File: src/design/dcache_pkg.sv
/*
  Data cache shared definitions
  Fixed cache geometry, CPU access size encoding and the address word
  that is read either flat or split into tag, set index and word offset
*/

package dcache_pkg;

  //----------------------------------------------------------
  // Geometry
  //----------------------------------------------------------
  localparam int XLEN      = 32;                  // Data and address width
  localparam int IDX_BITS  = 6;                   // 64 sets
  localparam int BURST_LEN = 4;                   // Words per line and per fill
  localparam int OFF_BITS  = 2;                   // Word offset within a line
  localparam int TAG_BITS  = XLEN - IDX_BITS - OFF_BITS - 2;

  // CPU and bus access size
  typedef enum logic [1:0] {
    SZ_BYTE = 2'd0,
    SZ_HALF = 2'd1,
    SZ_WORD = 2'd2
  } size_t;

  // Address split into its cache fields, MSB first
  typedef struct packed {
    logic [TAG_BITS-1:0] tag;
    logic [IDX_BITS-1:0] idx;
    logic [OFF_BITS-1:0] word;
    logic [1:0]          byte_ofs;                // Byte lane inside the word
  } adr_fields_t;

  // Same 32 bits, flat for the bus or split for the arrays
  typedef union packed {
    logic [XLEN-1:0] flat;
    adr_fields_t     fld;
  } adr_u;

endpackage

File: src/design/dcache_req_if.sv
/*
  Setup to hit stage request
  Carries the registered CPU access and returns the pipeline stall
*/

`timescale 1ns/100ps

interface dcache_req_if;

  logic                           req_valid;  // Registered access present
  logic                           we;         // Store
  dcache_pkg::adr_u               adr;
  logic [dcache_pkg::XLEN/8-1:0]  be;         // Byte enables from size
  logic [dcache_pkg::XLEN-1:0]    wdata;      // Store data in its lanes
  logic                           stall;      // Hold both stages

  modport setup (output req_valid, we, adr, be, wdata, input stall);
  modport ctrl  (input req_valid, we, adr, be, wdata, output stall);

endinterface

File: src/design/dcache_mem_if.sv
/*
  Hit stage to cache memory
  Lookup index, fill and store write port, flush sweep handshake
  and the registered lookup result
*/

`timescale 1ns/100ps

interface dcache_mem_if;

  // Lookup
  logic [dcache_pkg::IDX_BITS-1:0] rd_idx;      // Set read on next edge
  logic                            hit;         // Any way matches wr_tag
  logic [dcache_pkg::XLEN-1:0]     hit_word;    // Word at wr_word in hit way

  // Write port, shared by fills and store hits
  logic                            wr_en;
  logic                            wr_fill;     // Fill way, else hit way
  logic [dcache_pkg::IDX_BITS-1:0] wr_idx;
  logic [dcache_pkg::OFF_BITS-1:0] wr_word;
  logic [dcache_pkg::TAG_BITS-1:0] wr_tag;      // Also the compare tag
  logic [dcache_pkg::XLEN-1:0]     wr_data;
  logic [dcache_pkg::XLEN/8-1:0]   wr_be;

  // Invalidate sweep
  logic                            flush_req;   // Start pulse
  logic                            flush_busy;

  modport ctrl (output rd_idx, wr_en, wr_fill, wr_idx, wr_word, wr_tag, wr_data, wr_be,
                output flush_req, input hit, hit_word, flush_busy);
  modport mem  (input rd_idx, wr_en, wr_fill, wr_idx, wr_word, wr_tag, wr_data, wr_be,
                input flush_req, output hit, hit_word, flush_busy);

endinterface

File: src/design/dcache_ctrl.sv
/*
  Data cache hit stage
  Returns load hits, stalls for line fills and write-through stores,
  and sequences the flush sweep once the stage is empty
*/

`timescale 1ns/100ps

module dcache_ctrl (
  input  logic                        clk_i,
  input  logic                        rst_ni,
  input  logic                        cache_flush_i,
  input  logic [dcache_pkg::XLEN-1:0] bus_q_i,
  input  logic                        bus_ack_i,
  output logic [dcache_pkg::XLEN-1:0] q_o,
  output logic                        valid_o,
  output logic                        flush_rdy_o,
  output logic                        bus_stb_o,
  output logic                        bus_we_o,
  output logic [dcache_pkg::XLEN-1:0] bus_adr_o,
  output dcache_pkg::size_t           bus_size_o,
  output logic [dcache_pkg::XLEN-1:0] bus_d_o,
  dcache_req_if.ctrl                  req,
  dcache_mem_if.ctrl                  mem
);

  localparam logic [1:0] ST_IDLE  = 2'd0;
  localparam logic [1:0] ST_FILL  = 2'd1;
  localparam logic [1:0] ST_STORE = 2'd2;
  localparam logic [1:0] ST_FLUSH = 2'd3;

  logic [1:0]                      state_q, state_d;
  logic                            stage_vld_q;    // Request in hit stage
  logic                            stage_we_q;
  dcache_pkg::adr_u                stage_adr_q;
  logic [dcache_pkg::XLEN/8-1:0]   stage_be_q;
  logic [dcache_pkg::XLEN-1:0]     stage_wdata_q;
  logic [dcache_pkg::OFF_BITS-1:0] fill_cnt_q;     // Burst word counter
  logic [dcache_pkg::XLEN-1:0]     fill_word_q;    // Requested word of the fill
  logic                            fill_done_q;
  logic                            flush_pend_q;   // Held until the sweep starts
  dcache_pkg::adr_u                fill_adr;
  logic                            load_hit, take_flush, fill_last, store_done;
  logic                            stage_clr, stall;

  // Store size back from its byte enables
  function automatic dcache_pkg::size_t be2size(input logic [3:0] be);
    case (be)
      4'b1111:          return dcache_pkg::SZ_WORD;
      4'b0011, 4'b1100: return dcache_pkg::SZ_HALF;
      default:          return dcache_pkg::SZ_BYTE;
    endcase
  endfunction

  //----------------------------------------------------------
  // Stall and stage control
  //----------------------------------------------------------
  assign load_hit   = (state_q == ST_IDLE) & stage_vld_q & ~stage_we_q & mem.hit;
  assign take_flush = (state_q == ST_IDLE) & flush_pend_q
                    & (~stage_vld_q | (~stage_we_q & mem.hit));
  assign fill_last  = (state_q == ST_FILL) & bus_ack_i & (&fill_cnt_q);
  assign store_done = (state_q == ST_STORE) & bus_ack_i;
  assign stage_clr  = fill_last | store_done | take_flush;  // Stage served while stalled

  assign stall = (state_q != ST_IDLE) | flush_pend_q | (stage_vld_q & (stage_we_q | ~mem.hit));
  assign req.stall = stall;

  always_ff @(posedge clk_i, negedge rst_ni) begin
    if (!rst_ni)        stage_vld_q <= 1'b0;
    else if (!stall)    stage_vld_q <= req.req_valid;
    else if (stage_clr) stage_vld_q <= 1'b0;
  end

  always_ff @(posedge clk_i) begin
    if (!stall) begin
      stage_we_q    <= req.we;
      stage_adr_q   <= req.adr;
      stage_be_q    <= req.be;
      stage_wdata_q <= req.wdata;
    end
  end

  //----------------------------------------------------------
  // FSM
  //----------------------------------------------------------
  always_comb begin
    state_d = state_q;
    case (state_q)
      ST_IDLE: begin
        if (take_flush)                      state_d = ST_FLUSH;
        else if (stage_vld_q && stage_we_q)  state_d = ST_STORE;  // Write-through
        else if (stage_vld_q && !mem.hit)    state_d = ST_FILL;   // Read miss
      end
      ST_FILL:  if (fill_last)      state_d = ST_IDLE;
      ST_STORE: if (bus_ack_i)      state_d = ST_IDLE;
      default:  if (!mem.flush_busy) state_d = ST_IDLE;         // Sweep over
    endcase
  end

  always_ff @(posedge clk_i, negedge rst_ni) begin
    if (!rst_ni) begin
      state_q      <= ST_IDLE;
      fill_cnt_q   <= '0;
      fill_done_q  <= 1'b0;
      flush_pend_q <= 1'b0;
    end else begin
      state_q      <= state_d;
      fill_done_q  <= fill_last;
      flush_pend_q <= cache_flush_i | (flush_pend_q & ~take_flush);
      if (state_q != ST_FILL) fill_cnt_q <= '0;
      else if (bus_ack_i)     fill_cnt_q <= fill_cnt_q + 1'b1;
    end
  end

  // Catch the requested word as it streams by
  always_ff @(posedge clk_i) begin
    if (state_q == ST_FILL && bus_ack_i && fill_cnt_q == stage_adr_q.fld.word) begin
      fill_word_q <= bus_q_i;
    end
  end

  //----------------------------------------------------------
  // Bus and memory ports
  //----------------------------------------------------------
  always_comb begin
    fill_adr              = stage_adr_q;
    fill_adr.fld.word     = fill_cnt_q;            // Line base plus 4 per word
    fill_adr.fld.byte_ofs = 2'b00;
  end

  assign bus_stb_o  = (state_q == ST_FILL) | (state_q == ST_STORE);
  assign bus_we_o   = (state_q == ST_STORE);
  assign bus_adr_o  = (state_q == ST_STORE) ? stage_adr_q.flat : fill_adr.flat;
  assign bus_size_o = (state_q == ST_STORE) ? be2size(stage_be_q) : dcache_pkg::SZ_WORD;
  assign bus_d_o    = stage_wdata_q;

  // Held index while stalled keeps hit valid for the stage request
  assign mem.rd_idx    = stall ? stage_adr_q.fld.idx : req.adr.fld.idx;
  assign mem.wr_en     = ((state_q == ST_FILL) & bus_ack_i) | (store_done & mem.hit);
  assign mem.wr_fill   = (state_q == ST_FILL);
  assign mem.wr_idx    = stage_adr_q.fld.idx;
  assign mem.wr_word   = (state_q == ST_FILL) ? fill_cnt_q : stage_adr_q.fld.word;
  assign mem.wr_tag    = stage_adr_q.fld.tag;
  assign mem.wr_data   = (state_q == ST_FILL) ? bus_q_i : stage_wdata_q;
  assign mem.wr_be     = (state_q == ST_FILL) ? '1 : stage_be_q;
  assign mem.flush_req = take_flush;

  // CPU results
  assign valid_o     = load_hit | fill_done_q;
  assign q_o         = fill_done_q ? fill_word_q : mem.hit_word;
  assign flush_rdy_o = (state_q == ST_FLUSH) & ~mem.flush_busy;

endmodule

File: src/flat_wrapper.sv
// flat-port wrapper written by rule: the top's interface ports become plain ports
module dcache_ctrl_flat 
  (clk_i, rst_ni, cache_flush_i, bus_q_i, bus_ack_i, q_o, valid_o, flush_rdy_o, bus_stb_o, bus_we_o, bus_adr_o, bus_size_o, bus_d_o, req_req_valid, req_we, req_adr, req_be, req_wdata, req_stall, mem_rd_idx, mem_wr_en, mem_wr_fill, mem_wr_idx, mem_wr_word, mem_wr_tag, mem_wr_data, mem_wr_be, mem_flush_req, mem_hit, mem_hit_word, mem_flush_busy);
  dcache_req_if req_i ();
  dcache_mem_if mem_i ();
  input  logic clk_i;
  input  logic rst_ni;
  input  logic cache_flush_i;
  input  logic [dcache_pkg::XLEN-1:0] bus_q_i;
  input  logic bus_ack_i;
  output logic [dcache_pkg::XLEN-1:0] q_o;
  output logic valid_o;
  output logic flush_rdy_o;
  output logic bus_stb_o;
  output logic bus_we_o;
  output logic [dcache_pkg::XLEN-1:0] bus_adr_o;
  output dcache_pkg::size_t bus_size_o;
  output logic [dcache_pkg::XLEN-1:0] bus_d_o;
  input wire logic [$bits(req_i.req_valid)-1:0] req_req_valid;
  input wire logic [$bits(req_i.we)-1:0] req_we;
  input wire logic [$bits(req_i.adr)-1:0] req_adr;
  input wire logic [$bits(req_i.be)-1:0] req_be;
  input wire logic [$bits(req_i.wdata)-1:0] req_wdata;
  output wire logic [$bits(req_i.stall)-1:0] req_stall;
  output wire logic [$bits(mem_i.rd_idx)-1:0] mem_rd_idx;
  output wire logic [$bits(mem_i.wr_en)-1:0] mem_wr_en;
  output wire logic [$bits(mem_i.wr_fill)-1:0] mem_wr_fill;
  output wire logic [$bits(mem_i.wr_idx)-1:0] mem_wr_idx;
  output wire logic [$bits(mem_i.wr_word)-1:0] mem_wr_word;
  output wire logic [$bits(mem_i.wr_tag)-1:0] mem_wr_tag;
  output wire logic [$bits(mem_i.wr_data)-1:0] mem_wr_data;
  output wire logic [$bits(mem_i.wr_be)-1:0] mem_wr_be;
  output wire logic [$bits(mem_i.flush_req)-1:0] mem_flush_req;
  input wire logic [$bits(mem_i.hit)-1:0] mem_hit;
  input wire logic [$bits(mem_i.hit_word)-1:0] mem_hit_word;
  input wire logic [$bits(mem_i.flush_busy)-1:0] mem_flush_busy;
  assign req_i.req_valid = req_req_valid;
  assign req_i.we = req_we;
  assign req_i.adr = req_adr;
  assign req_i.be = req_be;
  assign req_i.wdata = req_wdata;
  assign req_stall = req_i.stall;
  assign mem_rd_idx = mem_i.rd_idx;
  assign mem_wr_en = mem_i.wr_en;
  assign mem_wr_fill = mem_i.wr_fill;
  assign mem_wr_idx = mem_i.wr_idx;
  assign mem_wr_word = mem_i.wr_word;
  assign mem_wr_tag = mem_i.wr_tag;
  assign mem_wr_data = mem_i.wr_data;
  assign mem_wr_be = mem_i.wr_be;
  assign mem_flush_req = mem_i.flush_req;
  assign mem_i.hit = mem_hit;
  assign mem_i.hit_word = mem_hit_word;
  assign mem_i.flush_busy = mem_flush_busy;
  dcache_ctrl u_core (.clk_i(clk_i), .rst_ni(rst_ni), .cache_flush_i(cache_flush_i), .bus_q_i(bus_q_i), .bus_ack_i(bus_ack_i), .q_o(q_o), .valid_o(valid_o), .flush_rdy_o(flush_rdy_o), .bus_stb_o(bus_stb_o), .bus_we_o(bus_we_o), .bus_adr_o(bus_adr_o), .bus_size_o(bus_size_o), .bus_d_o(bus_d_o), .req(req_i), .mem(mem_i));
endmodule
File: config.mk
export PLATFORM = sky130hd
export DESIGN_NAME = dcache_ctrl_flat
export DESIGN_NICKNAME = d
export VERILOG_FILES = /design/src/design/dcache_pkg.sv /design/src/design/dcache_req_if.sv /design/src/design/dcache_mem_if.sv /design/src/design/dcache_ctrl.sv /design/src/flat_wrapper.sv
export SDC_FILE = /design/constraint.sdc
export NUM_CORES = 1
export LEC_CHECK = 0
export ABC_AREA = 1
export BUFFER_PORTS_ARGS = -buffer_cell sky130_fd_sc_hd__buf_4
export CELL_PAD_IN_SITES_DETAIL_PLACEMENT = 1
export CELL_PAD_IN_SITES_GLOBAL_PLACEMENT = 1
export CORE_ASPECT_RATIO = 1.75
export CORE_MARGIN = 3
export CORE_UTILIZATION = 27
export CTS_CLUSTER_DIAMETER = 80
export DETAILED_ROUTE_END_ITERATION = 7
export GPL_TIMING_DRIVEN = 0
export PLACE_DENSITY_LB_ADDON = 0.1
export RECOVER_POWER = 50
export SKIP_CTS_REPAIR_TIMING = 1
export SYNTH_ARGS = -nofsm -noshare
export SYNTH_HDL_FRONTEND = slang
export SYNTH_SLANG_ARGS = --single-unit
File: constraint.sdc
create_clock -name clk_i -period 3.6 [get_ports clk_i]
set_input_delay 0.9 -clock clk_i [delete_from_list [all_inputs] [get_ports clk_i]]
set_output_delay 0.9 -clock clk_i [all_outputs]
set_load 0.01 [all_outputs]
==> flow_summary.ini <==
[outcome]
status = finished, final reports clean

[yosys]
synth_xor_area_share_pct = 0
synth_seq_cells = 108
synth.area.mux_share_pct = 0
synth_top_family_by_area = simple AND/OR/NAND/NOR gates
synth_cell_types = 26
synth_warnings = 0
yosys.area.top_type = edfxtp_1
synth.avg_cell_area_um2 = 10.3
yosys.area_share.simple_pct = 20.3
ys_seq_area_share_pct = 64.2
syn_area_mm2 = 0.00499
synth_top_area_share_pct = 60.7
synth_area_leaders = edfxtp_1, nand2_1, buf_4, dfrtp_1, inv_1
synth-compound-area-share_pct = 2.25
syn_inst = 484
synthAdderAreaFrac_pct = 1.25
syn_nets = 629

[cts]
cts_sinks = 108
cts_buffers = 9
cts-root-buf = clkbuf_16
cts-htree-levels = 3
clk_latency_ps = 350
clock_path_buffers = 2
cts_tree = yes
clk_pin_slew_worst_paths_ps = 70

[sta]
finClkSkew_ps = 9.96
tns_ps = 0
maxSlewHeadroom_pct = 39.3
finalHoldViolCount = 0
setup_viol = 0
post-route-period-util_pct = 91.2
min_period_ps = 3280
hold_ws_ps = 458
drv_slew = 0
rsz0062_at_grt = false
fmax_mhz = 305
tightest_slew_ps = 908

[detailed_routing]
drc_errors = 0
wirelength_met1_um = 5190
num_vias = 4375
ant_nets = 0
firstDrtPassIters = 4
routed_wl_um = 16600
top_layer_used = met4
drt_iter0_drc = 106
routed_via_density = 4.16
detail_route.wl_per_cell_um = 15.8
wl_met3_um = 1260
dr_wl_met2_um = 9860

[floorplanning]
start_util_pct = 27.5
row_count = 65
die_h_um = 186
pin_count = 318
die_w_um = 109
dieArea_mm2 = 0.0202
fp.coreArea_mm2 = 0.0181

[place]
dp_hpwl_um = 13800
routabilityCongestion = 0.888
dp_cells = 1036
portBuffers = 317

[cells_and_area]
fill_cells = 2183
final_cell_mix = nand2_1, buf_4, clkbuf_4
layout_commonest_cell = nand2_1
syn2layout_area_growth_pct = 55.9
diodes = 0
final_util_pct = 42.9
drive_gt1_share_pct = 44.0
final_cells = 1052
finalNetCount = 958

[job]
cap_viol_max_count = 0

[power_and_ir_drop]
worst_ir_drop_vdd_mv = 0.469
p_per_area_mw_per_mm2 = 608
p_leak_uw = 0.00367

[global_route]
grt_pass1_wl_um = 24200
overflow = 0
grt_usage_pct = 16.0
grt_max_degree = 77
grt_pass1_vias = 4539
antenna_found_initial = 0

[worst_hold_path]
hold_path.class = in -> async

[setup_path]
worstSetupEndpointType = output pin
cp_max_fo = 76
crit_required_ps = 2700
path_class = reg -> out
cp-start-kind = register
arrival_ps = 2380
==> layout make-up <==
cell class                 count  area [um^2]  area share, %
clock buffer                  11          233           2.99
multi-input combinational    281         1200           15.4
buffer                        72          500           6.43
timing repair buffer         318         2200           28.3
sequential                   108         3210           41.2
inverter                      23         91.3           1.17
clock inverter                 5         52.6          0.675
tap                          234          293           3.76
==> sequential cells by signal, summed over array words and instances (netlist names), 2 cells and up <==
name                cells
u_core.bus_d_o         32
u_core.stage_adr_q     32
u_core.fill_word_q     32
u_core.stage_be_q       4
u_core.fill_cnt_q       2
u_core.state_q          2
==> logic make-up (layout without fill, tap and decap cells) <==
kind of cell / after synthesis / in the layout
AOI/OAI and AO/OA: 19 / 19
adders and majority gates: 5 / 5
buffers and inverters: 95 / 429
DFF: 108 / 108
and+or+nand+nor: 257 / 257
==> stage by stage <==
step	power, uW	setup WS (ps)	cell area (um^2)
floorplan	2770	764	5000
global placement	3880	-42.9	7670
detailed placement	3930	328	7710
CTS	4930	208	7990
global route	5070	19.3	7780
finish	4730	317	7780
==> report_power, final <==
| part | switching [uW] | internal [uW] | leakage, uW |
|---|---|---|---|
| Sequential | 104 | 1630 | 0.00101 |
| Clock | 435 | 536 | 0.000131 |
| Combinational | 1100 | 925 | 0.00253 |
| Total | 1640 | 3090 | 0.00367 |
==> routing by layer <==
metal / GRT usage [%] / vias up
li1: - / 2156
met3: 4.48 / 17
met1: 14.4 / 2040
met2: 32.8 / 162
met4: 5.31 / 0
met5: 0 / -
==> synth_stat cells (all sizes together) <==
cell and number:
a21boi 1, nand2 240, o211ai 1, o22ai 1, o21bai 2, nor3 1, or2 4, inv 22
edfxtp 101, a21o 1, buf 68, clkbuf 4, clkinv 1, ha 5, a21oi 1, o21ai 12
nor2 8, dfrtp 7, nand3 4
==> path summary, 6_finish.rpt <==
kind                                          end           startpoint  cells after the start  slack [ps]
max in group asynchronous      u_core.fill_done_q               rst_ni                      1        2840
max                                 mem_rd_idx[5]    u_core.state_q[0]                      9         320
min reg2reg                   u_core.flush_pend_q  u_core.flush_pend_q                      1         570
max reg2reg                u_core.fill_word_q[23]    u_core.state_q[1]                      8         820
min in group clk_i            u_core.flush_pend_q  u_core.flush_pend_q                      1         570
min                           u_core.flush_pend_q               rst_ni                      1         460
==> worst max-delay path, cell delays in order (launching register included) <==
cell	delay, ps
dfrtp_1	410
inv_1	100
ha_1	280
inv_2	90
nor2_4	120
nand3_4	160
clkinv_4	550
nand2_1	110
nand2_1	90
buf_4	120
(Power assumes the default switching activity.)
